File: config.mk
export PLATFORM = sky130hd
export DESIGN_NAME = mpmc_waddr_gen
export DESIGN_NICKNAME = d
export VERILOG_FILES = /design/src/hdl/mpmc_cfg_pkg.sv /design/src/hdl/mpmc_waddr_gen.sv
export SDC_FILE = /design/constraint.sdc
export NUM_CORES = 1
export LEC_CHECK = 0
export ABC_CLOCK_PERIOD_IN_PS = 4000
export BUFFER_PORTS_ARGS = -buffer_cell sky130_fd_sc_hd__buf_2
export CORE_MARGIN = 2
export CORE_UTILIZATION = 51
export DETAILED_ROUTE_END_ITERATION = 10
export PLACE_DENSITY = 0.84
export SETUP_SLACK_MARGIN = 0.05
export SLEW_MARGIN = 20
export SYNTH_ARGS = -nofsm -noshare
export SYNTH_HDL_FRONTEND = slang
export SYNTH_SLANG_ARGS = --single-unit
File: constraint.sdc
create_clock -name clk -period 4 [get_ports clk]
set_input_delay 0.8 -clock clk [delete_from_list [all_inputs] [get_ports clk]]
set_output_delay 0.8 -clock clk [all_outputs]
set_load 0.01 [all_outputs]
File: src/hdl/mpmc_cfg_pkg.sv
package mpmc_cfg_pkg;

	// ==================================================
	// Controller state encoding
	// ==================================================

	// One burst runs IDLE, PRESET1, PRESET2, then WRITE_DATA or READ_CMD,
	// and ends in DONE before the next command is taken
	typedef enum logic [3:0] {
		IDLE       = 4'd0,
		PRESET1    = 4'd1,
		PRESET2    = 4'd2,
		WRITE_DATA = 4'd3,
		READ_CMD   = 4'd4,
		DONE       = 4'd5
	} mpmc_state_t;

	// ==================================================
	// Strip geometry
	// ==================================================

	// A strip is the unit moved per memory command
	localparam int STRIP_BYTES = 16;
	localparam int STRIP_BITS  = 128;

	// Bursts carry one to eight strips, so an index fits in three bits
	localparam int MAX_STRIPS = 8;
	typedef logic [$clog2(MAX_STRIPS)-1:0] mpmc_idx_t;

	// Address value held by the generator until the first burst loads it
	localparam logic [31:0] ADDR_RESET = 32'h1FFFFFFF;

	// ==================================================
	// FIFO depths
	// ==================================================

	localparam int CMD_DEPTH = 16;
	localparam int WD_DEPTH  = 64;
	// Outstanding reads in flight to the memory at one time
	localparam int RD_DEPTH  = 8;

endpackage

File: src/hdl/mpmc_waddr_gen.sv
`timescale 1ns/100ps

module mpmc_waddr_gen (
	input  logic                      clk,
	input  logic                      rst,
	input  mpmc_cfg_pkg::mpmc_state_t state,
	input  logic                      valid,
	input  mpmc_cfg_pkg::mpmc_idx_t   num_strips,
	input  mpmc_cfg_pkg::mpmc_idx_t   strip_cnt,
	input  logic [31:0]               addr_base,
	output logic [31:0]               addr
);

	import mpmc_cfg_pkg::*;

	// Bits below this stay fixed, they address bytes inside a strip
	localparam int LOW = $clog2(STRIP_BYTES);

	// The burst base is taken during PRESET2 so the first strip sees it directly
	// Each issued strip moves the address to the next strip, except the last
	// one, which leaves the address on the final strip of the burst
	always_ff @(posedge clk) begin
		if (rst) begin
			addr <= ADDR_RESET;
		end else begin
			if (state == PRESET2)
				addr <= addr_base;
			else if (valid && strip_cnt != num_strips)
				// Carry out of bit 31 is lost, the strip address wraps
				addr[31:LOW] <= addr[31:LOW] + 1'b1;
		end
	end

endmodule

Word level (Yosys, flattened, before mapping)
Index checks and enable logic that the tools add are counted.
{ "word_totals": {"wordCells": 9, "ff_bits": 32, "latchBits": 0, "out_inout_bits": 32, "mem_bits_rw": 0, "romBits": 0, "memories": 0} }
{ "classes": {"bitwise_logic": 0, "shift": 0, "n_lt_le_gt_ge": 0, "n_reduce_logical": 2, "n_eq_ne": 2, "n_div": 0, "muxes": 2, "multipliers": 0, "add_sub_neg": 1} }
{ "ops": {"columns": ["op", "n"], "rows": [
  ["28-bit 2-to-1 mux", 2],
  ["28-bit by 1-bit adder with 28-bit output, second input constant", 1],
  ["4-bit by 2-bit equality test with 1-bit output, second input constant", 1],
  ["3-bit inequality test", 1],
  ["2-bit nonzero test", 1],
  ["1-bit logical AND", 1]
]} }

Logic depth before layout (Yosys ltp)
{ "depth": {"depth_word": 4, "mapped_depth": 6, "ltp_nobuf": 6} }

Least setup slack after synthesis
OpenSTA, ideal clock, no wires.
{ "synth_path": {"path_kind": "input-to-reg", "from": "in state[3]", "to": "reg addr[16]", "setup_slack_ns": 1.954, "path_stages": 4, "required_time_ns": 3.878, "path_buffers": 2, "setup_ns": 0.122, "t_arrival_ns": 1.924, "path_cell_list": "or4b_1 clkbuf_1 clkbuf_1 o311a_1"} }
{ "synth_via": {"elab_chain_cells": 2, "elab_cells_between_ends": 3, "classes_between": "1 x eq/ne; 1 x mux; 1 x reduce/logical"} }
{ "synth_lines": {"columns": ["item", "line_no", "source"], "rows": [
  ["from (decl)", "mpmc_waddr_gen.sv:6", "input mpmc_cfg_pkg::mpmc_state_t state,"],
  ["4-bit by 2-bit equality test with 1-bit output *", "mpmc_waddr_gen.sv:26", "if (state == PRESET2)"],
  ["28-bit 2-to-1 mux or 2-bit nonzero test (tied branches)", null, null],
  ["to (signal assigned)", "mpmc_waddr_gen.sv:27", "addr <= addr_base;"],
  ["to (signal, indexed assignment)", "mpmc_waddr_gen.sv:30", "addr[31:LOW] <= addr[31:LOW] + 1'b1;"],
  ["to (decl)", "mpmc_waddr_gen.sv:11", "output logic [31:0] addr"]
]} }
Mark *: on every way between the ends. The rest lies on a longest branch, timed or not.
A chain may end at the register's enable or synchronous reset.

Worst setup path in the final report
{ "layout_path": {"from": "in state[3]", "to": "reg addr[20]"} }
Same word-level chain as after synthesis.

==> results.cfg <==
[sta]
drv_slew = 0
worstMarginPinSlew_ns = 0.679
skew_ns = 0.00893
rsz0062_at_grt = no
setup_viol = 0
hold_violations = 0
finalSetupTns_ns = 0
clock.fmax_mhz = 448
period_share_pct = 55.8
maxSlewHeadroom_pct = 54.7
period_needed_ns = 2.23

[die]
fp.coreArea_mm2 = 0.00342
rows = 21
start_util_pct = 54.1
dieHeight_um = 64.2
dieArea_mm2 = 0.00412
fp.dieW_um = 64.2
io_pins = 77

[yosys]
synth_cell_types = 45
synth_fp_nets = 275
synth_top_area_cell = dfxtp_1
synth.most_common_cell = dfxtp_1
ys_seq_area_share_pct = 34.7
synth_area_per_cell_um2 = 8.06
syn_inst = 229
async_flop_share_pct = 0
synthTopCellsByArea = dfxtp_1, xnor2_1, nor3_1, nand2_1, a21oi_1
netlist_top_cells_count = dfxtp_1, nand2_1, nor3_1
yosysTopAreaCellShare_pct = 34.7
yosysWarnings = 0
netlist_area_mm2 = 0.00185
synth-edff-count = 0
synth-seq-cells = 32
synthFlopType = dfxtp_1

[route]
viasPerCell = 5.71
drc = 0
drt-initial-drc-count = 111
drt_first_pass_iters = 4
final_antenna_net_count = 0
vias = 1982
wl_per_cell_um = 14.1
wl_mm = 4.90

[global_route]
grt-ovfl-total = 0
grt_usage_pct = 25.0
antenna_found_initial = 0
grt_pass1_wl_mm = 8.17
grt_pass1_vias = 1803
grt_max_degree = 35

[worst_hold_path]
holdPathEnd = addr[1]$_SDFFE_PP1P_
hp-class = reg -> reg
hp-start = addr[1]$_SDFFE_PP1P_
min_path_cells = 2

[clock_network]
post_cts_resized = 0
clock_sinks = 32
numCtsBuffers = 5
cts_root_buffer = clkbuf_4
clockBufferDepth = 2
cts_tree = done
clkSlewWorstSetupHoldPaths_ns = 0.10
h-tree-depth = 2
holdBufCountCts = 0
cts_setup_buffers = 0
worst_skew_pair.late_latency_ns = 0.35

[flow_run]
maxCapViolCount = 0

[final_layout]
diodes = 0
largest-register = addr
nets = 346
layout-drive-gt1-share_pct = 32.6
fin_area_mm2 = 0.00230
fin_cells = 347
largest_reg_flops = 32
syn2layout_area_growth_pct = 24.8
reg_top3 = addr: 32 flops

[critical_path]
critPathLaunchType = input port
cp-end-kind = register
timing.rr.end = addr[28]$_SDFFE_PP1P_
r2r-start = addr[7]$_SDFFE_PP1P_
critPathMaxFanout = 34
rr_worst_depth = 5
rrSetupSlack_ns = 2.04
arrival_ns = 2.49
required_ns = 4.26
criticalPathCategory = in -> reg

[placed_design]
gp_congestion = 0.810
placed_area_mm2 = 0.00225
place_inst = 339
io_buffers = 76
dp_hpwl_mm = 3.43

[power]
leakage_nw = 0.964
power_mw = 1.03
p_per_area_mw_per_mm2 = 445
peakVddDrop_mv = 0.285

[status]
status = finished, final reports clean
## worst max-delay path by stage
stage	from	end	slack [ns]	cells past startpoint
2_1_floorplan	state[3]	addr[16]$_SDFFE_PP1P_	1.95	4
3_3_place_gp	state[3]	addr[20]$_SDFFE_PP1P_	1.37	4
3_5_place_dp	state[3]	addr[20]$_SDFFE_PP1P_	1.33	4
4_1_cts	state[3]	addr[20]$_SDFFE_PP1P_	1.68	4
5_1_grt	state[3]	addr[24]$_SDFFE_PP1P_	1.72	4
6_report	state[3]	addr[20]$_SDFFE_PP1P_	1.77	4
## per-layer routing
metal / vias to the layer above / share of wire (%) / track usage (%)
met5: - / 0 / 0
met4: 0 / 1.2 / 8.51
met3: 6 / 7.9 / 6.69
met2: 79 / 46 / 40.5
met1: 905 / 44 / 32.0
li1: 992 / - / -
## cell type report
cell class,instances,area (um2)
Inverter,4,15.0
Fill cell,299,1110
Tap cell,46,57.6
Sequential cell,32,641
Multi-Input combinational cell,180,1140
Clock buffer,8,58.8
Timing Repair Buffer,77,388
## logic make-up after synthesis
group | synth area share, %
adder cells (fa/ha/maj) | 0.677
XOR/XNOR | 9.48
buffers and inverters | 3.79
flip-flops | 34.7
AND/OR/NAND/NOR | 34.8
multiplexers | 0.542
AO/OA/AOI/OAI | 16.0
## cells in the final DEF (no fill, tap or decap), types with 2 or more instances in the layout
master    count
o211ai_1      3
buf_2        76
nor4_1        8
clkbuf_4      5
a211oi_1      4
nand2_1      22
xor2_1        4
and4_1        2
nand3_1      13
xnor2_1      16
o21a_1        2
a21oi_1      14
a31o_2        4
nor4b_1       2
o21ai_0      11
nor3_1       18
dfxtp_1      32
nand4_1       6
nor4_2        4
clkbuf_1      2
inv_1         4
nor2_1       17
and3_1        8
## power by group
group	total, mW	internal [mW]	leakage, nW	switching (mW)
Combinational	0.406	0.174	0.669	0.232
Clock	0.201	0.0867	0.0326	0.115
Sequential	0.419	0.362	0.263	0.0570
Total	1.03	0.623	0.964	0.404
## worst max-delay path: stages
cell and delay (ns):
buf_2 0.12, or4b_2 1.01, and3_1 0.31, a311oi_1 0.25
## metrics by stage
| stage | worst slack [ns] | util (%) | hold slack (ns) |
|---|---|---|---|
| after floorplan | 1.95 | - | 0.492 |
| after global placement | 1.37 | 65.8 | 0.451 |
| after CTS | 1.68 | 67.5 | 0.476 |
| after global routing | 1.72 | 67.5 | 0.504 |
| final | 1.77 | 67.5 | 0.472 |
| after detailed placement | 1.33 | 65.8 | 0.456 |
(Power assumes the default switching activity.)
