### src/hdl/mpmc_cfg_pkg.sv
package mpmc_cfg_pkg;

	// ==================================================
	// Controller state encoding
	// ==================================================

	// One burst runs IDLE, PRESET1, PRESET2, then WRITE_DATA or READ_CMD,
	// and ends in DONE before the next command is taken
	typedef enum logic [3:0] {
		IDLE       = 4'd0,
		PRESET1    = 4'd1,
		PRESET2    = 4'd2,
		WRITE_DATA = 4'd3,
		READ_CMD   = 4'd4,
		DONE       = 4'd5
	} mpmc_state_t;

	// ==================================================
	// Strip geometry
	// ==================================================

	// A strip is the unit moved per memory command
	localparam int STRIP_BYTES = 16;
	localparam int STRIP_BITS  = 128;

	// Bursts carry one to eight strips, so an index fits in three bits
	localparam int MAX_STRIPS = 8;
	typedef logic [$clog2(MAX_STRIPS)-1:0] mpmc_idx_t;

	// Address value held by the generator until the first burst loads it
	localparam logic [31:0] ADDR_RESET = 32'h1FFFFFFF;

	// ==================================================
	// FIFO depths
	// ==================================================

	localparam int CMD_DEPTH = 16;
	localparam int WD_DEPTH  = 64;
	// Outstanding reads in flight to the memory at one time
	localparam int RD_DEPTH  = 8;

endpackage

### src/hdl/mpmc_bus_pkg.sv
package mpmc_bus_pkg;

	// ==================================================
	// Client side
	// ==================================================

	// Burst command from the client
	// num_strips is the index of the last strip, so a value of 0 moves one strip
	typedef struct packed {
		logic                    we;
		logic [31:0]             addr_base;
		mpmc_cfg_pkg::mpmc_idx_t num_strips;
		logic [3:0]              tag;
	} mpmc_cmd_t;

	// One strip of data, used for write data and raw read returns alike
	typedef logic [mpmc_cfg_pkg::STRIP_BITS-1:0] mpmc_strip_t;

	// Read strip handed back to the client with its label
	typedef struct packed {
		logic [3:0]              tag;
		mpmc_cfg_pkg::mpmc_idx_t idx;
		mpmc_strip_t             data;
	} mpmc_rdata_t;

	// Completion of one command, we tells a write from a read
	typedef struct packed {
		logic [3:0] tag;
		logic       we;
	} mpmc_done_t;

	// ==================================================
	// Memory side
	// ==================================================

	// One strip command to the memory interface
	// wdata carries zero on reads
	typedef struct packed {
		logic        we;
		logic [31:0] addr;
		mpmc_strip_t wdata;
	} mpmc_app_cmd_t;

	// Read waiting for its strips to come back
	typedef struct packed {
		logic [3:0]              tag;
		mpmc_cfg_pkg::mpmc_idx_t num_strips;
	} mpmc_rd_rec_t;

endpackage

### src/hdl/mpmc_ctrl_sm.sv
`timescale 1ns/100ps

module mpmc_ctrl_sm (
	input  logic                        clk,
	input  logic                        rst,
	// Command FIFO
	input  logic                        cmd_empty,
	input  mpmc_bus_pkg::mpmc_cmd_t     cmd_head,
	output logic                        cmd_pop,
	// Write-strip FIFO
	input  logic                        wd_empty,
	input  mpmc_bus_pkg::mpmc_strip_t   wd_head,
	output logic                        wd_pop,
	// Address generator
	output mpmc_cfg_pkg::mpmc_state_t   state,
	output logic                        issue,
	output mpmc_cfg_pkg::mpmc_idx_t     strip_cnt,
	output mpmc_bus_pkg::mpmc_cmd_t     cur_cmd,
	input  logic [31:0]                 addr,
	// Memory interface
	output logic                        app_strobe,
	output mpmc_bus_pkg::mpmc_app_cmd_t app_cmd,
	// Read tracker
	output logic                        rd_push,
	output mpmc_bus_pkg::mpmc_rd_rec_t  rd_rec,
	input  logic                        rd_done_busy,
	// Write completion
	output logic                        wr_done_strobe,
	output mpmc_bus_pkg::mpmc_done_t    wr_done
);

	import mpmc_cfg_pkg::*;

	mpmc_state_t state_nxt;
	logic        last_strip;

	// ==================================================
	// Strip issue
	// ==================================================

	// Writes wait for data, reads go out back to back
	assign issue = ((state == WRITE_DATA) && !wd_empty) || (state == READ_CMD);
	assign last_strip = (strip_cnt == cur_cmd.num_strips);

	assign wd_pop = issue && (state == WRITE_DATA);

	// The generator already points at the current strip, so the command is
	// formed from its output in the same cycle
	assign app_strobe    = issue;
	assign app_cmd.we    = cur_cmd.we;
	assign app_cmd.addr  = addr;
	assign app_cmd.wdata = cur_cmd.we ? wd_head : '0;

	// The read tracker learns about a read as its first strip leaves
	assign rd_push           = issue && (state == READ_CMD) && (strip_cnt == '0);
	assign rd_rec.tag        = cur_cmd.tag;
	assign rd_rec.num_strips = cur_cmd.num_strips;

	// ==================================================
	// Completion
	// ==================================================

	// Only writes report here, reads report from the tracker
	// If the tracker owns the done output this cycle, DONE is held and the
	// write done goes out one cycle later
	assign wr_done_strobe = (state == DONE) && cur_cmd.we && !rd_done_busy;
	assign wr_done.tag    = cur_cmd.tag;
	assign wr_done.we     = 1'b1;

	// ==================================================
	// FSM
	// ==================================================

	assign cmd_pop = (state == IDLE) && !cmd_empty;

	always_comb begin
		state_nxt = state;
		case (state)
			IDLE:
				if (!cmd_empty)
					state_nxt = PRESET1;
			PRESET1:
				state_nxt = PRESET2;
			PRESET2:
				state_nxt = cur_cmd.we ? WRITE_DATA : READ_CMD;
			WRITE_DATA, READ_CMD:
				if (issue && last_strip)
					state_nxt = DONE;
			DONE:
				if (!(cur_cmd.we && rd_done_busy))
					state_nxt = IDLE;
			default:
				state_nxt = IDLE;
		endcase
	end

	always_ff @(posedge clk) begin
		if (rst) begin
			state     <= IDLE;
			strip_cnt <= '0;
		end else begin
			state <= state_nxt;
			// Count restarts for each burst before the first strip goes out
			if (state == PRESET2)
				strip_cnt <= '0;
			else if (issue)
				strip_cnt <= strip_cnt + 1'b1;
		end
	end

	// The head is captured on the popping edge, so cur_cmd is valid from
	// PRESET1 until the burst ends
	always_ff @(posedge clk) begin
		if (cmd_pop)
			cur_cmd <= cmd_head;
	end

endmodule

### config.mk
export PLATFORM = sky130hd
export DESIGN_NAME = mpmc_ctrl_sm
export DESIGN_NICKNAME = d
export VERILOG_FILES = /design/src/hdl/mpmc_cfg_pkg.sv /design/src/hdl/mpmc_bus_pkg.sv /design/src/hdl/mpmc_ctrl_sm.sv
export SDC_FILE = /design/constraint.sdc
export NUM_CORES = 1
export LEC_CHECK = 0
export BUFFER_PORTS_ARGS = -buffer_cell sky130_fd_sc_hd__buf_4
export CAP_MARGIN = 40
export CORE_AREA = 2 2 166 168
export CTS_CLUSTER_SIZE = 40
export DETAILED_ROUTE_END_ITERATION = 6
export DIE_AREA = 0 0 168 170
export SYNTH_ARGS = -nofsm -noshare
export SYNTH_HDL_FRONTEND = slang
export SYNTH_SLANG_ARGS = --single-unit
### constraint.sdc
create_clock -name clk -period 5.3 [get_ports clk]
set_input_delay 0.53 -clock clk [delete_from_list [all_inputs] [get_ports clk]]
set_output_delay 0.53 -clock clk [all_outputs]
set_load 0.005 [all_outputs]
# Yosys cells after proc, flatten, opt, wreduce, memory -nomap -nowiden

Index checks and enable logic that the tools add are counted.

Output and inout bits: 226
Register bits: 47
Input bits: 205
Word-level logic and storage cells: 40

Reduce and logical (&&, ||, !) cells: 18
Muxes and demuxes: 6
Add/sub/neg operators: 1
Equality and inequality tests: 9

Operators by type and width:

| kind                                                             | count |
|---|---|
| 128-bit 2-to-1 mux                                               | 1 |
| 4-bit one-hot mux with 5 select lines                            | 1 |
| 4-bit 2-to-1 mux                                                 | 3 |
| 1-bit logical AND                                                | 9 |
| 4-bit by 2-bit == test with 1-bit output (second input constant) | 2 |
| 4-bit by 3-bit == test with 1-bit output (second input constant) | 2 |
| 2-bit != test (second input constant)                            | 3 |
| 4-bit by 1-bit == test with 1-bit output (second input constant) | 1 |
| 4-bit logical NOT                                                | 1 |
| 2-bit OR reduction                                               | 2 |
| 3-bit by 1-bit adder with 3-bit output (second input constant)   | 1 |
| 3-bit == test                                                    | 1 |
| 1-bit logical NOT                                                | 3 |
| 3-bit logical NOT                                                | 1 |
| 3-bit 2-to-1 mux                                                 | 1 |
| 3-bit AND reduction                                              | 1 |
| 1-bit logical OR                                                 | 1 |

# Logic depth before layout (Yosys ltp)

Word-level depth: 6
Gate-level depth with buffers: 5
Depth with buffers taken out: 4

# Least setup slack after synthesis

OpenSTA, ideal clock, no wires.

Path type: flip-flop to flip-flop
Start: register state[0]
End: register cur_cmd (netlist bit app_cmd[160]), enable pin
Period minus slack after synthesis: 5.026 ns
Setup time: 0.544 ns
Data arrival time: 4.483 ns
Slack: 0.274 ns
Path buffers: 1
Data required time: 4.756 ns
Cell stages (with the launch flop): 3
Cell sequence: dfxtp_1 buf_6 nor4_1

Cells in the longest elaborated chain, start to end: 2

Ends and longest elaborated chain:

| what                   | RTL line            | source |
|---|---|---|
| from (decl)            | mpmc_ctrl_sm.sv:15  | `output mpmc_cfg_pkg::mpmc_state_t state,` |
| from (signal assigned) | mpmc_ctrl_sm.sv:102 | `state <= state_nxt;` |
| 4-bit logical NOT      | mpmc_ctrl_sm.sv:74  | `assign cmd_pop = (state == IDLE) && !cmd_empty;` |
| 1-bit logical AND      | mpmc_ctrl_sm.sv:74  |  |
| named net cmd_pop      | mpmc_ctrl_sm.sv:9   | `output logic cmd_pop,` |
| to (signal assigned)   | mpmc_ctrl_sm.sv:115 | `cur_cmd <= cmd_head;` |
| to (decl)              | mpmc_ctrl_sm.sv:18  | `output mpmc_bus_pkg::mpmc_cmd_t cur_cmd,` |

The timed path passes the listed nets, and every way through them passes these cells.
A chain may end at the register's enable or synchronous reset.

# Worst setup path in the final report

Start: register cur_cmd (netlist bit app_cmd[160])
End: output wr_done_strobe

Cells in the longest elaborated chain, start to end: 2

Ends and longest elaborated chain:

| what                           | RTL line           | source |
|---|---|---|
| 1-bit logical AND (2 in a row) | mpmc_ctrl_sm.sv:66 | `assign wr_done_strobe = (state == DONE) && cur_cmd.we && !rd_done_busy;` |
| to (decl)                      | mpmc_ctrl_sm.sv:28 | `output logic wr_done_strobe,` |

No other way between the ends.

==> out/qor.csv <==
metric,value,unit
outcome,"finished, final reports clean",
initial antenna violation count,3,
final core utilization,21.7,%
syn nets,489,
Worst-path clk slew,60,ps
Total Nets Final,799,
fraction of layout cells with a size suffix above 1,64.6,%
Synth Instances,282,
root buffer cell,clkbuf_16,
CP bufs+invs,2,
hold depth,1,
first-pass GRT wire length,18400,um
clk sinks,46,
Die Span Y,170,um
Worst Setup Start Kind,flop,
first-pass iteration count of the detailed router,4,
Power Total,0.00147,W
vias per inst,3.21,
Psw,0.000433,W
Slew @ Worst Pin,798,ps
Reg-to-Reg End,state[0]$_SDFFE_PP0P_,
post-layout min period,2830,ps
gp weighted congestion,0.760,
Skew-Pair Late Insertion Delay,290,ps
crit-path most repeated cell,buf_4,
initial DRC count,108,
Yosys warning count,0,
postcts setup bufs,0,
R2R Setup Slk,3000,ps
hold-fix buffers at CTS,0,
Slew HR,46.8,%
Num CTS Buffers,5,
sequential fraction of the synthesis area,45.6,%
RR Startpoint,app_cmd[160]$_DFFE_PP_,
Synth Flop Type,edfxtp_1,
post-CTS resize count,0,
CP max FO,110,
fin cells,934,
Synth async-reset ratio,0,%
Hold Startpoint,cmd_head[29],
Clock power frac,20.9,%
Initial Util,10.9,%
final hold vios,0,
Post-DRT Antenna Nets,0,
CTS Buffer Depth,2,
ant diodes,0,
Synth Cell Area,2900,um^2
"EDFF count, synth",40,
Die W,168,um
class of the worst hold path,primary input to flop,
Required @ worst endpoint,4770,ps
Wirelength per Cell,14.5,um
Crit. End Element,primary output,
row count,60,
vias in the first global route,2911,
crit-path leading delay family,buffers and inverters,
clock skew,5.64,ps
Pins Over Slew Limit,0,
grt total ovfl,0,
CTS tree,built,
DP Cell Count,926,
IO Count,431,
Cell Int Power,0.00103,W
R2R cell count,5,
Vias,2996,
critical path cell sequence,"buf_4, nand2_1, nor4_1, buf_4",
Reg power frac,36.6,%
RSZ-0062 raised after global routing,no,
peak supply drop,0.325,mV
Synth-to-Final Area Change,99.9,%
gr usage total,8.55,%
Yosys reg bits,46,
Port Buffer Count,364,
DRT Wirelength,13600,um
DP HPWL,11800,um
Power Density,254,nW/um^2
Slowest cell on crit path,edfxtp_1,
H-tree level count,2,
core area,26700,um^2
WP data arrival,2300,ps
crit-path max cell delay,730,ps
max frequency,353,MHz
Final Cycle Share,53.4,%
Final setup viols,0,
Synth cell types,37,
die footprint,28600,um^2
Comb power frac,42.5,%
Crit path depth,4,
final setup TNS,0,ps
Setup CP Type,flop to primary output,
Leak,2.78,nW
post-synthesis average cell area,10.3,um^2
Sw Ratio,29.5,%
end of the worst hold path,cur_cmd[29]$_DFFE_PP_,
drt drc,0,
pin count of the biggest net entering global routing,111,
# Max-Cap Violations,0,
## state kept, by name, summed over array words and instances, names as in the netlist
| signal | cells |
|---|---|
| app_cmd | 1 |
| state | 3 |
| strip_cnt | 3 |
| cur_cmd | 39 |
## through the flow
step	hold slack, ps	worst slack (ps)	area [um^2]
6_report	416	2470	5790
5_1_grt	404	2130	5790
4_1_cts	406	2410	5790
3_5_place_dp	533	2730	5650
3_3_place_gp	524	2770	5650
2_1_floorplan	496	274	2900
## cell usage in the layout, fill, tap and decap left out, types with 2 or more instances in the layout
cell type  netlist  routed
buf_4           47     366
and2_1         128     128
edfxtp_1        40      40
dfxtp_1          6       6
inv_1            5       5
clkbuf_16        0       5
xor2_1           4       4
nand2_1          3       3
nor4_2           2       3
a21oi_1          2       2
nor2_1           2       2
ha_1             2       2
conb_1           2       2
## metal layers
| metal | part of all wire, % | GRT usage (%) |
|---|---|---|
| met4 | 1.7 | 2.46 |
| met1 | 39 | 10.2 |
| met5 | 0.29 | 0 |
| met3 | 14 | 4.77 |
| met2 | 45 | 13.2 |
## synthesized netlist by cell type, types with 2 or more instances
cell	number	area (um^2)
xor2_1	4	35.0
conb_1	2	7.51
nor4_2	2	25.0
inv_1	5	18.8
nor2_1	2	7.51
buf_4	47	353
dfxtp_1	6	120
nor4_1	2	12.5
edfxtp_1	40	1200
ha_1	2	25.0
and2_1	128	801
nand2_1	3	11.3
buf_6	2	22.5
a21oi_1	2	10.0
clkbuf_1	13	48.8
## logic make-up (layout without fill, tap and decap cells)
| kind of cell | count (synthesis) | in the layout | share of synthesized area (%) |
|---|---|---|---|
| simple gates | 146 | 146 | 32.8 |
| buf+inv | 68 | 379 | 15.5 |
| flops | 46 | 46 | 45.6 |
| compound gates | 13 | 13 | 3.41 |
| xor+xnor | 5 | 5 | 1.51 |
| fa+ha+maj | 2 | 2 | 0.864 |
| other cells | 2 | 2 | 0.259 |
## power groups by stage
stage | registers, W | clock network, W | logic [W]
after floorplan | 0.000533 | 0 | 0.000268
after global placement | 0.000545 | 0 | 0.000629
after detailed placement | 0.000547 | 0 | 0.000632
after CTS | 0.000540 | 0.000318 | 0.000633
after global routing | 0.000549 | 0.000329 | 0.000680
final | 0.000537 | 0.000306 | 0.000624
## worst max path at each step
stage	startpoint	to	slack (ps)
after floorplan	state[0]$_SDFFE_PP0P_	app_cmd[160]$_DFFE_PP_	270
after global placement	app_cmd[160]$_DFFE_PP_	wr_done_strobe	2770
after detailed placement	app_cmd[160]$_DFFE_PP_	wr_done_strobe	2730
after CTS	app_cmd[160]$_DFFE_PP_	wr_done_strobe	2410
after global routing	app_cmd[160]$_DFFE_PP_	wr_done_strobe	2130
final	app_cmd[160]$_DFFE_PP_	wr_done_strobe	2470
## cell type report
type | count | area, um^2
Multi-Input combinational cell | 168 | 1130
Timing Repair Buffer | 366 | 2750
Clock inverter | 2 | 12.5
Inverter | 5 | 18.8
Sequential cell | 46 | 1320
Tap cell | 341 | 427
Fill cell | 2946 | 20900
Clock buffer | 6 | 129
Note: power is estimated with default switching activity, not from simulation.
