==> config.mk <==
export PLATFORM = sky130hd
export DESIGN_NAME = mpmc_rdata_track
export DESIGN_NICKNAME = d
export VERILOG_FILES = /design/src/hdl/mpmc_cfg_pkg.sv /design/src/hdl/mpmc_bus_pkg.sv /design/src/hdl/mpmc_fifo.sv /design/src/hdl/mpmc_rdata_track.sv
export SDC_FILE = /design/constraint.sdc
export NUM_CORES = 1
export LEC_CHECK = 0
export BUFFER_PORTS_ARGS = -buffer_cell sky130_fd_sc_hd__buf_2
export CELL_PAD_IN_SITES_DETAIL_PLACEMENT = 1
export CELL_PAD_IN_SITES_GLOBAL_PLACEMENT = 1
export CORE_MARGIN = 2
export CORE_UTILIZATION = 40
export DETAILED_ROUTE_END_ITERATION = 12
export PLACE_DENSITY_LB_ADDON = 0.1
export SYNTH_ARGS = -nofsm -noshare
export SYNTH_HDL_FRONTEND = slang
export SYNTH_HIERARCHICAL = 1
export SYNTH_SLANG_ARGS = --single-unit
==> constraint.sdc <==
create_clock -name clk -period 5.38 [get_ports clk]
set_clock_uncertainty 0.15 [all_clocks]
set_input_delay 0.269 -clock clk [delete_from_list [all_inputs] [get_ports clk]]
set_output_delay 0.269 -clock clk [all_outputs]
set_load 0.02 [all_outputs]
==> src/hdl/mpmc_cfg_pkg.sv <==
package mpmc_cfg_pkg;

	// ==================================================
	// Controller state encoding
	// ==================================================

	// One burst runs IDLE, PRESET1, PRESET2, then WRITE_DATA or READ_CMD,
	// and ends in DONE before the next command is taken
	typedef enum logic [3:0] {
		IDLE       = 4'd0,
		PRESET1    = 4'd1,
		PRESET2    = 4'd2,
		WRITE_DATA = 4'd3,
		READ_CMD   = 4'd4,
		DONE       = 4'd5
	} mpmc_state_t;

	// ==================================================
	// Strip geometry
	// ==================================================

	// A strip is the unit moved per memory command
	localparam int STRIP_BYTES = 16;
	localparam int STRIP_BITS  = 128;

	// Bursts carry one to eight strips, so an index fits in three bits
	localparam int MAX_STRIPS = 8;
	typedef logic [$clog2(MAX_STRIPS)-1:0] mpmc_idx_t;

	// Address value held by the generator until the first burst loads it
	localparam logic [31:0] ADDR_RESET = 32'h1FFFFFFF;

	// ==================================================
	// FIFO depths
	// ==================================================

	localparam int CMD_DEPTH = 16;
	localparam int WD_DEPTH  = 64;
	// Outstanding reads in flight to the memory at one time
	localparam int RD_DEPTH  = 8;

endpackage

==> src/hdl/mpmc_bus_pkg.sv <==
package mpmc_bus_pkg;

	// ==================================================
	// Client side
	// ==================================================

	// Burst command from the client
	// num_strips is the index of the last strip, so a value of 0 moves one strip
	typedef struct packed {
		logic                    we;
		logic [31:0]             addr_base;
		mpmc_cfg_pkg::mpmc_idx_t num_strips;
		logic [3:0]              tag;
	} mpmc_cmd_t;

	// One strip of data, used for write data and raw read returns alike
	typedef logic [mpmc_cfg_pkg::STRIP_BITS-1:0] mpmc_strip_t;

	// Read strip handed back to the client with its label
	typedef struct packed {
		logic [3:0]              tag;
		mpmc_cfg_pkg::mpmc_idx_t idx;
		mpmc_strip_t             data;
	} mpmc_rdata_t;

	// Completion of one command, we tells a write from a read
	typedef struct packed {
		logic [3:0] tag;
		logic       we;
	} mpmc_done_t;

	// ==================================================
	// Memory side
	// ==================================================

	// One strip command to the memory interface
	// wdata carries zero on reads
	typedef struct packed {
		logic        we;
		logic [31:0] addr;
		mpmc_strip_t wdata;
	} mpmc_app_cmd_t;

	// Read waiting for its strips to come back
	typedef struct packed {
		logic [3:0]              tag;
		mpmc_cfg_pkg::mpmc_idx_t num_strips;
	} mpmc_rd_rec_t;

endpackage

==> src/hdl/mpmc_fifo.sv <==
`timescale 1ns/100ps

module mpmc_fifo #(
	parameter type payload_t = logic [7:0],
	parameter int  depth     = 4
) (
	input  logic     clk,
	input  logic     rst,
	input  logic     push,
	input  payload_t din,
	input  logic     pop,
	output payload_t dout,
	output logic     empty,
	output logic     full
);

	// Pointer and count widths, the count needs one more state than the pointers
	localparam int AW = (depth > 1) ? $clog2(depth) : 1;
	localparam int CW = $clog2(depth + 1);

	payload_t       mem [depth];
	logic [AW-1:0]  wr_ptr;
	logic [AW-1:0]  rd_ptr;
	logic [CW-1:0]  count;
	logic           do_push;
	logic           do_pop;

	assign empty = (count == '0);
	assign full  = (count == CW'(depth));

	// Pushes into a full buffer and pops from an empty one are dropped
	assign do_push = push && !full;
	assign do_pop  = pop && !empty;

	// Head is visible without a pop
	assign dout = mem[rd_ptr];

	always_ff @(posedge clk) begin
		if (do_push)
			mem[wr_ptr] <= din;
	end

	always_ff @(posedge clk) begin
		if (rst) begin
			wr_ptr <= '0;
			rd_ptr <= '0;
			count  <= '0;
		end else begin
			// Pointers wrap explicitly so any depth works, not only powers of two
			if (do_push)
				wr_ptr <= (wr_ptr == AW'(depth - 1)) ? '0 : wr_ptr + 1'b1;
			if (do_pop)
				rd_ptr <= (rd_ptr == AW'(depth - 1)) ? '0 : rd_ptr + 1'b1;
			// A push and a pop together leave the count alone
			case ({do_push, do_pop})
				2'b10:   count <= count + 1'b1;
				2'b01:   count <= count - 1'b1;
				default: count <= count;
			endcase
		end
	end

endmodule

==> src/hdl/mpmc_rdata_track.sv <==
`timescale 1ns/100ps

module mpmc_rdata_track (
	input  logic                       clk,
	input  logic                       rst,
	input  logic                       rec_push,
	input  mpmc_bus_pkg::mpmc_rd_rec_t rec,
	input  logic                       app_rd_strobe,
	input  mpmc_bus_pkg::mpmc_strip_t  app_rdata,
	output logic                       rd_strobe,
	output mpmc_bus_pkg::mpmc_rdata_t  rd,
	output logic                       done_strobe,
	output mpmc_bus_pkg::mpmc_done_t   done
);

	import mpmc_cfg_pkg::*;
	import mpmc_bus_pkg::*;

	mpmc_rd_rec_t head;
	logic         rec_empty;
	logic         rec_pop;
	mpmc_idx_t    rx_cnt;
	logic         rx_last;

	// Reads come back in issue order, so the oldest record always owns the
	// strip that is arriving
	mpmc_fifo #(
		.payload_t (mpmc_rd_rec_t),
		.depth     (RD_DEPTH)
	) rec_fifo (
		.clk   (clk),
		.rst   (rst),
		.push  (rec_push),
		.din   (rec),
		.pop   (rec_pop),
		.dout  (head),
		.empty (rec_empty),
		.full  ()
	);

	assign rx_last = (rx_cnt == head.num_strips);
	// Record retires with its final strip
	assign rec_pop = app_rd_strobe && rx_last && !rec_empty;

	always_ff @(posedge clk) begin
		if (rst) begin
			rd_strobe   <= 1'b0;
			done_strobe <= 1'b0;
			rx_cnt      <= '0;
		end else begin
			rd_strobe   <= app_rd_strobe;
			done_strobe <= rec_pop;
			if (app_rd_strobe)
				rx_cnt <= rx_last ? '0 : rx_cnt + 1'b1;
		end
	end

	// Labels go out one cycle after the strip, together with the strobe
	always_ff @(posedge clk) begin
		if (app_rd_strobe) begin
			rd.tag  <= head.tag;
			rd.idx  <= rx_cnt;
			rd.data <= app_rdata;
		end
		if (rec_pop) begin
			done.tag <= head.tag;
			done.we  <= 1'b0;
		end
	end

endmodule

; ---- Word-level counts from Yosys, hierarchy flattened
; Memory sizes are Yosys's and may differ from the RTL's. A register that Yosys moved wholly into a read port is not among the register bits.
; Cells that the tools add are included.
[op_classes]
addsub = 5
n_eq_ne = 6
mux = 8
reduce_logical = 8
[ops]
columns = op, count
row1 = 3-bit two-way mux, 5
row2 = "3-bit by 1-bit adder with 3-bit output, second input constant", 3
row3 = 4-bit one-hot mux with 2 select lines, 1
row4 = "3-bit == test, second input constant", 2
row5 = "4-bit by 1-bit adder with 4-bit output, second input constant", 1
row6 = "4-bit == test, second input constant", 1
row7 = 1-bit logical AND, 4
row8 = 4-bit zero test, 1
row9 = "4-bit by 1-bit subtractor with 4-bit output, second input constant", 1
row10 = 3-bit == test, 1
row11 = "2-bit by 1-bit == test with 1-bit output, second input constant", 1
row12 = "2-bit == test, second input constant", 1
row13 = 1-bit zero test, 2
row14 = 1-bit two-way mux, 2
row15 = 2-bit nonzero test, 1
[totals]
regBits = 154
ram_bits = 56
in_bits = 139
out_inout_bits = 142
elab_cells = 38
n_memories = 1
[memory_table]
columns = name, words, width, rd, rd_ports_with_merged_regs, write_ports, line
row1 = rec_fifo.mem, 8, 7, 1, 1, 1, mpmc_fifo.sv:21  ; payload_t mem [depth];

; ---- Depth between registers and ports, before layout
[depth]
word_depth = 6
ltp_mapped = 16
ltp_nobuf = 14

; ---- Cells and area by module
; Netlist, hierarchy kept.
[modules_own_cells]
columns = module, instances, cells_per_inst, area_each_um2, seq_area_each_um2
row1 = mpmc_rdata_track, 1, 168, 4448.0, 4274.1
row2 = mpmc_fifo, 1, 160, 2806.4, 1941.9

; ---- Worst setup path after synthesis
; OpenSTA, ideal clock, no wires.
[synth_path]
path_kind = register to register
start = register (tool-made name)
end = register rec_fifo.count[2]
setup_ns = 0.071
arrival_time_ns = 3.747
required_ns = 5.159
setup_slack_ns = 1.412
path_stages_with_launch = 17
path_buffers = 2
synth_period_minus_slack_ns = 3.968
path_cell_list = dfxtp_1 buf_2 buf_6 mux4_2 mux2_2 xnor2_1 or3b_1 nor2_1 o41ai_2 inv_1 ha_1 xor2_1 ha_1 a21oi_1 xor2_1 or3_1 a21oi_1
[synth_rtl]
columns = item, line
row1 = to (signal assigned), mpmc_fifo.sv:56  ; 2'b10: count <= count + 1'b1;
row2 = to (signal assigned), mpmc_fifo.sv:57  ; 2'b01: count <= count - 1'b1;
row3 = to (signal assigned), mpmc_fifo.sv:58  ; default: count <= count;
row4 = to (decl), mpmc_fifo.sv:24  ; logic [CW-1:0] count;

==> metrics.md <==
| Metric | Value |
|---|---|
| Run status | `completed` |
| Pre-antenna DRT Iters | `4` |
| Clk root buf | `clkbuf_16` |
| CTS Buf Count | `23` |
| Setup bufs post-CTS | `0` |
| Drt drc | `0` |
| Die H | `between 100 and 150 um` |
| FP Rows | `49` |
| Via count | `between 4000 and 5000` |
| Worst EP arrival | `between 4 and 5 ns` |
| MaxCap Viol Count | `0` |
| Switch share | `roughly a quarter` |
| DR iter-0 viols | `304` |
| First-pass GRT wire length | `about 35 mm` |
| Final min period | `~4.5 ns` |
| Vias in the first global route | `5347` |
| Post-DP HPWL | `approximately 14 mm` |
| Utilization after layout | `61.0%` |
| Yosys reg bits | `approximately 210` |
| Max-slew violations | `0` |
| Final-report hold violation count | `0` |
| Leak Pwr | `4.37 nW` |
| Final setup violation count | `0` |
| Period utilization | `between 80 and 90%` |
| CP max-delay cell | `dfxtp_1` |
| GRT overflow | `0` |
| Post-Syn Area per Cell | `between 20 and 25 um2` |
| Layout Nets | `roughly 910` |
| Yosys Warn Count | `6` |
| Hold-fix buffers, CTS | `roughly 140` |
| Initial Utilization | `~41%` |
| Vias per inst | `4.89` |
| Setup_tns | `0 ns` |
| Total wire length | `~24 mm` |
| Slew Limit Headroom | `about 30%` |
| CP max FO | `9` |
| Critical path endpoint category | `register` |
| Synthesized net count | `475` |
| Maximum vdd drop | `between 300 and 400 uV` |
| Hold Path Class | `in -> reg` |
| Clk buf depth | `3` |
| Die footprint | `between 0.015 and 0.02 mm2` |
| CTS tree | `yes` |
| Crit path cell chain | `mux4_2, mux2_2, xnor2_1, or3b_1, nor2_1, o41ai_2, inv_1, ha_1, xor2_1, ha_1, a21oi_1, xor2_1, or3_1, a21oi_1` |
| Antenna-violating nets left | `0` |
| Latest clock arrival within the worst-skew pair | `0.50 ns` |
| Number of port buffers | `approximately 280` |
| Post-Syn Area | `between 0.007 and 0.008 mm2` |
| Largest net degree at the start of global routing | `75` |
| Clock Sinks | `213` |
| Max Freq | `about 220 MHz` |
| Yosys cell types | `40` |
| Clock share of power | `a little under two fifths` |
| Crit path launch type | `register` |
| P&R area growth vs syn | `50.6%` |
| Internal | `about 2.9 mW` |
| Post-CTS Resized | `0` |
| Initial antenna violation count | `3` |
| Sequential fraction of the synthesis area | `about 86%` |
| WL per Instance | `approximately 24 um` |
| Combinational power share | `between 10% and 20%` |
| Chip Width | `around 140 um` |
| Depth of the CTS H-tree | `1` |
| NetSw | `around 900 uW` |
| Worst Max-Slew Pin Slew | `1.04 ns` |
| Reg2Reg Setup Slack | `0.85 ns` |
| Post-Syn Instances | `between 300 and 400` |
| Layout cell share with drive strength beyond 1 | `around 43%` |
| Pwr/cell area | `~350 mW/mm2` |
| Commonest cells after routing, fill and taps aside | `buf_2, edfxtp_1, dlygate4sd3_1` |
| Commonest non-fill, non-tap cell in the layout | `buf_2` |
| Critical Path RT | `between 5 and 6 ns` |
| GPL Wtd Cong | `0.795` |
| RSZ-0062 raised after global routing | `no` |
| Core box area | `between 0.015 and 0.02 mm2` |
| Clock edge transition at the registers on the reported setup and hold paths | `0.06 ns` |
| All-Layer GR Usage | `between 20% and 30%` |
| I/O Pins | `~280` |
| Seq pwr share | `between 50% and 60%` |
| Kind of critical path | `reg -> reg` |
| Largest stage delay on the critical path | `~0.72 ns` |
## area by class of cell
| type | count | area, um2 |
|---|---|---|
| clock buffers | 35 | 621 |
| well taps | 229 | 287 |
| clock inverters | 3 | 12.5 |
| multi-input cells | 103 | 970 |
| fillers | 1705 | 6980 |
| flip-flops and latches | 213 | 6220 |
| repair buffers | 421 | 2810 |
| diodes | 2 | 5.00 |
| inverters | 2 | 7.51 |
## cell usage after synthesis (all sizes together)
cell,count,area [um2]
mux2,8,90.1
ha,8,100
dfxtp,18,360
nor2b,2,12.5
or3,3,18.8
nor3b,2,15.0
nand3b,2,15.0
clkbuf,2,7.51
or2b,1,7.51
a311oi,1,8.76
nor3,7,40.0
nor2,11,41.3
inv,2,7.51
nor4bb,1,10.0
xnor2,2,17.5
a221oi,1,8.76
nor4,2,12.5
buf,8,60.1
conb,1,3.75
a31oi,1,6.26
edfxtp,195,5860
a211o,1,8.76
or3b,2,17.5
xor2,5,43.8
o21ai,1,5.00
nand2,6,22.5
nand2b,3,18.8
a21oi,10,50.1
mux2i,2,20.0
and2,1,6.26
and3,1,6.26
o41ai,1,16.3
mux4,14,315
o31ai,2,15.0
a21bo,1,10.0
## worst max-delay path: cells and delay by family (launching register included)
family | cells | cell delay, ns
buffers and inverters | 1 | 0.14
adder cells (fa/ha/maj) | 2 | 0.46
AO/OA/AOI/OAI | 3 | 0.55
flip-flops | 1 | 0.72
XOR/XNOR | 3 | 0.44
multiplexers | 2 | 0.91
AND/OR/NAND/NOR | 3 | 1.09
## metrics by stage
stage | power (mW) | hold WS [ns] | cells | cell area [um2] | worst slack [ns]
after floorplan | 2.14 | 0.189 | 328 | 7250 | 1.41
after global placement | 2.31 | 0.296 | 832 | 8930 | 1.01
after detailed placement | 2.32 | 0.297 | 832 | 8930 | 0.854
after CTS | 3.77 | 0.154 | 1006 | 10900 | 0.811
after global routing | 3.91 | 0.174 | 1008 | 10900 | 0.516
final | 3.78 | 0.135 | 1008 | 10900 | 0.852
## per-layer routing
metal  global-route usage, %  share of wire (%)  vias up
li1                        -                  -     2178
met1                    29.2                 37     2470
met2                    42.8                 51      221
met3                    5.84                6.3       63
met4                    11.6                5.2        2
met5                       0              0.050        -
## registers in the layout, indices dropped and copies added (netlist names), named ones only
signal,count
done,4
rec_fifo/count,4
done_strobe,1
rec_fifo/wr_ptr,3
rd_strobe,1
rx_cnt,3
rec_fifo/mem,56
rd,135
rec_fifo/rd_ptr,3
## final timing paths
kind | from | to | cells after the start
worst max-delay path | register | rec_fifo/count[2]$_SDFFE_PP0P_ | 14
worst min register to register | rec_fifo/rd_ptr[2]$_SDFFE_PP0N_ | rec_fifo/rd_ptr[2]$_SDFFE_PP0N_ | 2
worst max register to register | register | rec_fifo/count[2]$_SDFFE_PP0P_ | 14
worst min-delay path | app_rd_strobe | rd[24]$_DFFE_PP_ | 1
## power by group through the flow
| stage | Sequential [mW] | Combinational [mW] | Clock (mW) |
|---|---|---|---|
| after global placement | 1.98 | 0.332 | 0 |
| after CTS | 1.95 | 0.422 | 1.40 |
| after detailed placement | 1.98 | 0.339 | 0 |
| after floorplan | 2.09 | 0.0483 | 0 |
| after global routing | 1.96 | 0.454 | 1.49 |
| final | 1.96 | 0.433 | 1.39 |
## cells by family (layout without fill, tap and decap cells)
family / after synthesis / in the layout / share of synthesized area (%)
compound gates: 19 / 19 / 1.78
xor+xnor: 7 / 7 / 0.845
fa+ha+maj: 8 / 8 / 1.38
buf+inv: 12 / 461 / 1.03
flops: 213 / 213 / 85.7
mux: 24 / 24 / 5.86
other cells: 1 / 3 / 0.0517
simple gates: 44 / 44 / 3.36
Note: power is estimated with default switching activity, not from simulation.
