[src/hdl/mpmc_fifo.sv]
`timescale 1ns/100ps

module mpmc_fifo #(
	parameter type payload_t = logic [7:0],
	parameter int  depth     = 4
) (
	input  logic     clk,
	input  logic     rst,
	input  logic     push,
	input  payload_t din,
	input  logic     pop,
	output payload_t dout,
	output logic     empty,
	output logic     full
);

	// Pointer and count widths, the count needs one more state than the pointers
	localparam int AW = (depth > 1) ? $clog2(depth) : 1;
	localparam int CW = $clog2(depth + 1);

	payload_t       mem [depth];
	logic [AW-1:0]  wr_ptr;
	logic [AW-1:0]  rd_ptr;
	logic [CW-1:0]  count;
	logic           do_push;
	logic           do_pop;

	assign empty = (count == '0);
	assign full  = (count == CW'(depth));

	// Pushes into a full buffer and pops from an empty one are dropped
	assign do_push = push && !full;
	assign do_pop  = pop && !empty;

	// Head is visible without a pop
	assign dout = mem[rd_ptr];

	always_ff @(posedge clk) begin
		if (do_push)
			mem[wr_ptr] <= din;
	end

	always_ff @(posedge clk) begin
		if (rst) begin
			wr_ptr <= '0;
			rd_ptr <= '0;
			count  <= '0;
		end else begin
			// Pointers wrap explicitly so any depth works, not only powers of two
			if (do_push)
				wr_ptr <= (wr_ptr == AW'(depth - 1)) ? '0 : wr_ptr + 1'b1;
			if (do_pop)
				rd_ptr <= (rd_ptr == AW'(depth - 1)) ? '0 : rd_ptr + 1'b1;
			// A push and a pop together leave the count alone
			case ({do_push, do_pop})
				2'b10:   count <= count + 1'b1;
				2'b01:   count <= count - 1'b1;
				default: count <= count;
			endcase
		end
	end

endmodule

[config.mk]
export PLATFORM = sky130hd
export DESIGN_NAME = mpmc_fifo
export DESIGN_NICKNAME = d
export VERILOG_FILES = /design/src/hdl/mpmc_fifo.sv
export SDC_FILE = /design/constraint.sdc
export NUM_CORES = 1
export LEC_CHECK = 0
export ABC_AREA = 0
export BUFFER_PORTS_ARGS = -buffer_cell sky130_fd_sc_hd__clkbuf_2
export CAP_MARGIN = 5
export CORE_ASPECT_RATIO = 1.4
export CORE_UTILIZATION = 50
export CTS_CLUSTER_DIAMETER = 120
export DETAILED_ROUTE_END_ITERATION = 8
export PLACE_DENSITY = 0.78
export SLEW_MARGIN = 15
export SYNTH_ARGS = -nofsm -noshare
export SYNTH_HDL_FRONTEND = slang
export SYNTH_SLANG_ARGS = --single-unit
[constraint.sdc]
create_clock -name clk -period 2.4 [get_ports clk]
set_input_delay 0.24 -clock clk [delete_from_list [all_inputs] [get_ports clk]]
set_output_delay 0.24 -clock clk [all_outputs]
set_load 0.02 [all_outputs]
Yosys cells after proc, flatten, opt, wreduce, memory -nomap -nowiden --
Memories as Yosys holds them, arrays and structs flattened. A register that Yosys moved wholly into a read port is not among the register bits. Cells that the tools add are included.
Word-level totals: register bits after elaboration 7, RAM bits 32, bits of input ports 12, output and inout port bits 10, word-level logic and storage cells 26, memories 1
Memories:
- mem | depth 4, width 8, rd ports 1, clocked after Yosys merged registers in 1, write ports 1, RTL line 21 | payload_t mem [depth];
Cells by class: add/subtract/negate cells 4, equality and inequality tests 5, multiplexer cells 7, reductions and logical operators 6
Operator list (count):
- two-way mux 2 bit | 4
- equality test 2 bit (second input constant) | 3
- one-hot mux 3 bit (2 select lines) | 1
- adder 2 x 1 -> 2 bit (second input constant) | 2
- adder 3 x 1 -> 3 bit (second input constant) | 1
- equality test 3 bit (second input constant) | 1
- logical NOT 3 bit | 1
- subtractor 3 x 1 -> 3 bit (second input constant) | 1
- equality test 2 x 1 -> 1 bit (second input constant) | 1
- logical AND 1 bit | 2
- logical NOT 1 bit | 2
- two-way mux 1 bit | 2
- nonzero test 2 bit | 1

Depth between registers and ports, before layout --
Gate-level depths: netlist of the first run.
word-level depth 5, depth in mapped cells 10, gate-level depth less buffers 9

Worst setup path before layout of the first run --
OpenSTA, ideal clock, no wires.
kind register to register, start point register count[2], end point register count[2], setup time 0.070 ns, arrival time 2.280 ns, required time 2.330 ns, path slack 0.050 ns, stages on the path, launching flop included 11, buffers on the path 1, period minus slack after synthesis 2.350 ns, path through dfxtp_1 or3b_1 buf_6 and2_4 inv_1 ha_1 inv_1 fa_1 xor2_1 or3_2 a21oi_1
On the way: cells in the longest elaborated chain, start to end 5, elaborated cells on any way between the ends 12, those cells by class 2 x add/sub; 3 x eq/ne; 1 x mux; 6 x reduce/logical
RTL lines:
- start, declared | RTL line 24 | logic [CW-1:0] count;
- start signal, assigned | RTL line 56 | 2'b10: count <= count + 1'b1;
- start signal, assigned | RTL line 57 | 2'b01: count <= count - 1'b1;
- start signal, assigned | RTL line 58 | default: count <= count;
- equality test 3 bit or logical NOT 3 bit (tied branches) | RTL line 29, 28
- logical NOT 1 bit, on equally long branches | RTL line 32, 33
- logical AND 1 bit, on equally long branches | RTL line 32, 33
- equality test 2 x 1 -> 1 bit or equality test 2 bit (tied branches) | RTL line 55 | case ({do_push, do_pop})
- one-hot mux 3 bit (2 select lines) or nonzero test 2 bit (tied branches)
Several ways; a longest one is shown, not always the timed one. A chain may end at the register's enable or synchronous reset.

Worst setup path after layout of the first run --
start point register count[1], end point register count[2]
The elaborated chain is that of the path after synthesis.

==> reports/results.txt, run 1 <==
Max stage delay on crit path: 430 ps
Combinational Power Share: 0.278
R2R Path Start: count[1]$_SDFFE_PP0P_
FF/Latch Area: 1147 um2
Count leader, synth: edfxtp_1
Post-Layout Cell Count: 164
Slew Limit Fails: 0
Pwr Density: 1050 nW/um2
Fmax: 0.4290 GHz
Clock buffer depth: 2
Slowest stage cell, crit path: or3_2
FP Rows: 24
Detailed Routing Iterations Pass 1: 3
Final hold violations: 0
Number of synthesized register bits: 41
Drt via density: 5.335
Seq/Total Area, Yosys: 0.6925
Maximum VDD drop: 0.0006267 V
Critical Path Source Type: flip-flop
Initial antenna violation count: 0
Hold path start: din[6]
Clock share of power: 0.255
Synthesized Nets: 115
Relative slew margins: 0.6522
CTS Buf Count: 5
Worst Hold Class: in2reg
Total GRT Usage: 0.1674
Min-Delay Path Depth: 1
Post-synthesis cell type count: 27
Outcome: finished clean
Critical-path cell list: or3b_4 -> and2_4 -> inv_1 -> ha_2 -> inv_1 -> fa_2 -> xor2_1 -> or3_2 -> a21oi_2
GPL Wtd Cong: 0.6809
Clk_skew: 5.734 ps
Die ar.: 3533 um2
Critical Path RT: 2630 ps
Yosys top cell by area: edfxtp_1
First-pass GRT wire length: 4105 um
CP Capture Type: flip-flop
Diode count: 0
Dpl cells: 154
Kind of critical path: reg2reg
Warnings from Yosys: 0
Final worst path period share: 0.9712
Max Cap Viol: 0
RSZ-0062 raised after global routing: no
Core Area: 3123 um2
Part of the power in registers: 0.468
Final setup viols: 0
Die width: 50.52 um
Initial DRC count: 23
Clock transition at path regs: 70 ps
Post-synth ARST share: 0
Crit path DAT: 2560 ps
Post-synth EDFFs: 32
CTS tree: yes
Cell Area, Synth: 1648 um2
Clock latency on the worst-skew pair: 290 ps
Initial Utilization: 0.5276
Detailed Route WL: 2526 um
Post-DP Area: 1793 um2
Port bufs: 21
Slew of the pin with the lowest slew margin: 521.0 ps
Area delta synth->final: 17.69%
R2R Path End: count[2]$_SDFFE_PP0P_
Crit path from: count[1]$_SDFFE_PP0P_
Post-synth top area share: 0.5831
Most frequent CP cell: inv_1
FF-to-FF setup slack: 70 ps
Final core utilization: 0.6210
Minimum clock period: 2331 ps
Vias in the first global route: 946
Via count: 875
CTS H-Tree Depth: 2
Layout Nets: 143
Clock Tree Root: clkbuf_8
Layout cells sized above 1: 0.4240
Congestion Overflow GR: 0
Clk sinks: 41
Post-synth top cells: edfxtp_1, dfxtp_1, inv_1, mux4_2, ha_1
Sum of buffers and inverters on the critical path: 2
# fillers: 250
Worst Path Max Fanout: 5
Die Span Y: 69.93 um
Pleak: 0.7426 nW
Hold Buf Count CTS: 0
Post-route cell area: 1939 um2
Crit-path leading delay family: simple AND/OR/NAND/NOR gates
Hold Path Sink: mem[0][6]$_DFFE_PP_
Io pins: 22
Power Internal: 1.432 mW
Largest net degree at the start of global routing: 14
Ranking of synthesized cells by area: edfxtp_1, dfxtp_1, mux4_2
Hpwl dp: 1823 um
Sw Share: 0.2968
Mapped Avg Cell Area: 17.16 um2
Main flop type after synthesis: edfxtp_1
Synth Instances: 96
Number of nets with antenna violations after routing: 0
Worst reg-to-reg path cell count: 9
Routed len/inst: 15.40 um
Multi-input combinational cell area: 464.2 um2
NetSw: 0.6044 mW
Remaining DRCs: 0
## metal layers
metal  track usage  routed length (um)  up-vias
li1              -                   -      413
met3       0.05447                 115        6
met2        0.2993                1432       20
met4        0.1019                  70        0
met5             0                   0        -
met1        0.1583                 908      436
## per-stage QoR
step / setup slack [ps] / total power [mW] / TNS (ps) / hold WS, ps
2_1_floorplan: 50.11 / 1.335 / 0 / 338.9
5_1_grt: 4.351 / 2.132 / 0 / 157.5
4_1_cts: 50.77 / 2.029 / 0 / 157.3
3_5_place_dp: -35.05 / 1.498 / -35.05 / 459.4
6_report: 69.00 / 2.036 / 0 / 168.7
3_3_place_gp: 117.0 / 1.460 / 0 / 453.1
## layout by cell type, fill, tap and decap left out, types with 3 or more instances in the layout
master | netlist | routed
edfxtp_1 | 32 | 32
clkbuf_2 | 0 | 21
inv_1 | 8 | 8
mux4_2 | 8 | 8
dfxtp_1 | 9 | 6
clkbuf_8 | 0 | 6
ha_1 | 6 | 5
nor2_1 | 4 | 4
buf_4 | 0 | 4
a21oi_1 | 4 | 3
## area by class of cell
class / count / share of cell area
Inverter: 8 / 0.01548
Sequential cell: 41 / 0.5916
Clock buffer: 7 / 0.05548
Clock inverter: 1 / 0.003226
Multi-Input combinational cell: 43 / 0.2394
Tap cell: 39 / 0.02516
Timing Repair Buffer: 25 / 0.06968
## sequential cells by signal, summed over array words and instances (netlist names), named ones only
| signal | flops |
|---|---|
| rd_ptr | 2 |
| mem | 32 |
| count | 3 |
| wr_ptr | 2 |
## worst register-to-register path, stage by stage (launching register included)
cell and delay, ps:
dfxtp_4 360, or3b_4 400, and2_4 170, inv_1 50
ha_2 170, inv_1 60, fa_2 340, xor2_1 160
or3_2 430, a21oi_2 130
## cell families (layout without fill, tap and decap cells)
group           Yosys count  count (layout)  synth area share
simple gates             17              17           0.05922
fa+ha+maj                 7               7           0.05771
buf+inv                  12              41           0.03264
compound gates            8               8           0.03189
mux                       9               9            0.1154
xor+xnor                  2               2           0.01063
flops                    41              41            0.6925
## repair_timing
| item | CTS | global route |
|---|---|---|
| setup endpoints to repair | 1 | 1 |
| pin swaps | 0 | 2 |
| buffers inserted | 0 | 2 |
| endpoints found under the hold margin | 0 | 0 |
| gates resized for setup | 5 | 3 |
## worst max-delay path by stage
stage | endpoint | slack (ps) | depth (start not counted)
after floorplan | count[2]$_SDFFE_PP0P_ | 50 | 10
after global placement | count[2]$_SDFFE_PP0P_ | 120 | 9
after detailed placement | count[2]$_SDFFE_PP0P_ | -40 | 9
after CTS | count[2]$_SDFFE_PP0P_ | 50 | 9
after global routing | count[2]$_SDFFE_PP0P_ | 4 | 9
final | count[2]$_SDFFE_PP0P_ | 70 | 9
## power by group through the flow
stage                     clock, mW  sequential, mW  combinational, mW
after floorplan                   0           0.912              0.423
after global placement            0           0.953              0.508
after detailed placement          0           0.964              0.534
after CTS                     0.530           0.951              0.548
after global routing          0.552           0.967              0.613
final                         0.519           0.952              0.565
No activity file was read; power rests on OpenSTA's default activity.
==> inputs of run 2 (changes only) <==
--- a/config.mk
+++ b/config.mk
@@ -9,10 +9,11 @@
 export BUFFER_PORTS_ARGS = -buffer_cell sky130_fd_sc_hd__clkbuf_2
 export CAP_MARGIN = 5
 export CORE_ASPECT_RATIO = 1.4
-export CORE_UTILIZATION = 50
+export CORE_UTILIZATION = 40
 export CTS_CLUSTER_DIAMETER = 120
 export DETAILED_ROUTE_END_ITERATION = 8
-export PLACE_DENSITY = 0.78
+export PLACE_DENSITY = 0.64
+export RECOVER_POWER = 100
 export SLEW_MARGIN = 15
 export SYNTH_ARGS = -nofsm -noshare
 export SYNTH_HDL_FRONTEND = slang
==> constraint.sdc (replaced) <==
create_clock -name clk -period 2.45 [get_ports clk]
set_input_delay 0.245 -clock clk [delete_from_list [all_inputs] [get_ports clk]]
set_output_delay 0.245 -clock clk [all_outputs]
set_load 0.02 [all_outputs]
==> run 2 against run 1 <==
  * Largest power group unchanged
  * Sequential share of layout area is 2.5 points higher
  * Die area rose by 24%
  * Worst setup slack improved by 27 ps
  * Cell count rose by 1.2%
  * Non-clock buffer count down 2
  * Routed wire length shrank 2.6%
  * Clock skew hardly changed
  * Sequential power down 2.5%
  * Register-to-register slack better by 30 ps
  * Utilization shrank 15 points
  * Combinational power fell by 13%
==> reports/results.txt, run 2 (synthesis results as in run 1) <==
Outcome: finished clean (unchanged)
Final worst path period share: 0.9609 (was 0.9712)
Via count: 847 (was 875)
Vias in the first global route: 870 (was 946)
Slew of the pin with the lowest slew margin: 540.5 ps (was 521.0 ps)
Clock transition at path regs: 70 ps (about the same)
Crit path DAT: 2570 ps (was 2560 ps)
Pleak: 0.6561 nW (was 0.7426 nW)
RSZ-0062 raised after global routing: no (unchanged)
Core Area: 3953 um2 (was 3123 um2)
Detailed Routing Iterations Pass 1: 4 (was 3)
Detailed Route WL: 2460 um (was 2526 um)
Final setup viols: 0 (unchanged)
Die Span Y: 77.95 um (was 69.93 um)
Total GRT Usage: 0.1267 (was 0.1674)
Post-Layout Cell Count: 166 (was 164)
Largest net degree at the start of global routing: 13 (was 14)
Dpl cells: 158 (was 154)
Layout Nets: 141 (was 143)
Minimum clock period: 2354 ps (was 2331 ps)
Worst Path Max Fanout: 5 (unchanged)
FP Rows: 27 (was 24)
Critical Path RT: 2660 ps (was 2630 ps)
CTS tree: yes (unchanged)
Critical Path Source Type: flip-flop (unchanged)
Initial antenna violation count: 0 (unchanged)
Hpwl dp: 1764 um (was 1823 um)
Final core utilization: 0.4691 (was 0.6210)
GPL Wtd Cong: 0.6603 (was 0.6809)
Pwr Density: 981.2 nW/um2 (was 1050 nW/um2)
Die width: 56.25 um (was 50.52 um)
Post-route cell area: 1854 um2 (was 1939 um2)
Biggest register: mem (unchanged)
Number of nets with antenna violations after routing: 0 (unchanged)
Remaining DRCs: 0 (unchanged)
Min-Delay Path Depth: 1 (unchanged)
Worst Hold Class: in2reg (unchanged)
Hold Buf Count CTS: 0 (unchanged)
CP Capture Type: flip-flop (unchanged)
Worst reg-to-reg path cell count: 9 (unchanged)
Port bufs: 21 (unchanged)
CTS Buf Count: 5 (unchanged)
Max Cap Viol: 0 (unchanged)
Clk sinks: 41 (unchanged)
Clock Tree Root: clkbuf_8 (unchanged)
Setup TNS Final: 0 ps (unchanged)
First-pass GRT wire length: 4043 um (was 4105 um)
Initial Utilization: 0.4169 (was 0.5276)
Drt via density: 5.102 (was 5.335)
Kind of critical path: reg2reg (unchanged)
Regs by FF count: mem x32, count x3 (unchanged)
Slew Limit Fails: 0 (unchanged)
Post-DP Area: 1798 um2 (was 1793 um2)
Fmax: 0.4248 GHz (was 0.4290 GHz)
Clk_skew: 5.688 ps (was 5.734 ps)
Die ar.: 4384 um2 (was 3533 um2)
Io pins: 22 (unchanged)
Congestion Overflow GR: 0 (unchanged)
Final hold violations: 0 (unchanged)
Max reg flops: 32 (unchanged)
Relative slew margins: 0.6391 (was 0.6522)
Area delta synth->final: 12.53% (was 17.69%)
Commonest non-fill, non-tap cell in the layout: edfxtp_1 (unchanged)
Clock buffer depth: 2 (unchanged)
Clock latency on the worst-skew pair: 280 ps (was 290 ps)
CTS H-Tree Depth: 2 (unchanged)
Maximum VDD drop: 0.0006302 V (was 0.0006267 V)
Routed len/inst: 14.82 um (was 15.40 um)
Commonest cells after routing, fill and taps aside: edfxtp_1, clkbuf_1, inv_1, mux4_2, dfxtp_1 (was edfxtp_1, clkbuf_2, inv_1, mux4_2)
PnR Total Power: 1.819 mW (was 2.036 mW)
Diode count: 0 (unchanged)
Initial DRC count: 15 (was 23)
Layout cells sized above 1: 0.1951 (was 0.4240)
## run 2: cell types whose count changed in the layout (fill, tap and decap cells not counted), moves of 2 or more
cell,delta
clkbuf_1,+21
clkbuf_2,-18
buf_4,-4
and3_1,+2
and3_2,-2
clkinv_2,+2
## run 2: routing by layer
| layer | share of wire | vias to the layer above | global-route usage |
|---|---|---|---|
| li1 | - | 415 | - |
| met1 | 0.41 | 411 | 0.1335 |
| met2 | 0.54 | 19 | 0.2262 |
| met3 | 0.042 | 2 | 0.04500 |
| met4 | 0.0069 | 0 | 0.05122 |
| met5 | 0 | - | 0 |
## run 2: timing repair
| item | 4_1_cts | 5_1_grt |
|---|---|---|
| buffers inserted | 0 | 0 |
| endpoints found under the hold margin | 0 | 0 |
| setup endpoints to repair | 0 | 1 |
| gates resized for setup | 0 | 3 |
## run 2: final timing paths
path                                from                     end  slack, ps
setup reg to reg   count[0]$_SDFFE_PP0P_   count[2]$_SDFFE_PP0P_        100
hold / removal                    din[1]     mem[2][1]$_DFFE_PP_        220
setup / recovery   count[0]$_SDFFE_PP0P_   count[2]$_SDFFE_PP0P_        100
hold reg to reg   rd_ptr[0]$_SDFFE_PP0P_  rd_ptr[0]$_SDFFE_PP0P_        500
## run 2: layout make-up
| type | count | area, um2 |
|---|---|---|
| fill | 359 | 2098 |
| sequential | 41 | 1144 |
| multi-input combinational | 43 | 454.2 |
| timing repair buffer | 23 | 90.09 |
| clock buffer | 6 | 72.57 |
| tap | 43 | 53.80 |
| inverter | 8 | 30.03 |
| clock inverter | 2 | 10.01 |
## run 2: critical path, cell delays in order (launching register included)
cell	delay (ps)
dfxtp_1	360
or3b_1	380
and2_4	170
inv_1	50
ha_1	170
inv_1	60
fa_1	370
xor2_1	160
or3_2	430
a21oi_2	140
## run 2: power breakdown
part / switching, mW / internal (mW)
clock: 0.203 / 0.197
combinational: 0.283 / 0.209
sequential: 0.0790 / 0.849
## run 2: per-stage QoR
| stage | worst slack [ps] | hold WS, ps |
|---|---|---|
| 2_1_floorplan | 100.1 | 343.9 |
| 3_3_place_gp | 159.5 | 458.4 |
| 3_5_place_dp | 83.72 | 463.9 |
| 4_1_cts | 66.58 | 166.4 |
| 5_1_grt | 4.397 | 224.3 |
| 6_report | 95.91 | 217.6 |
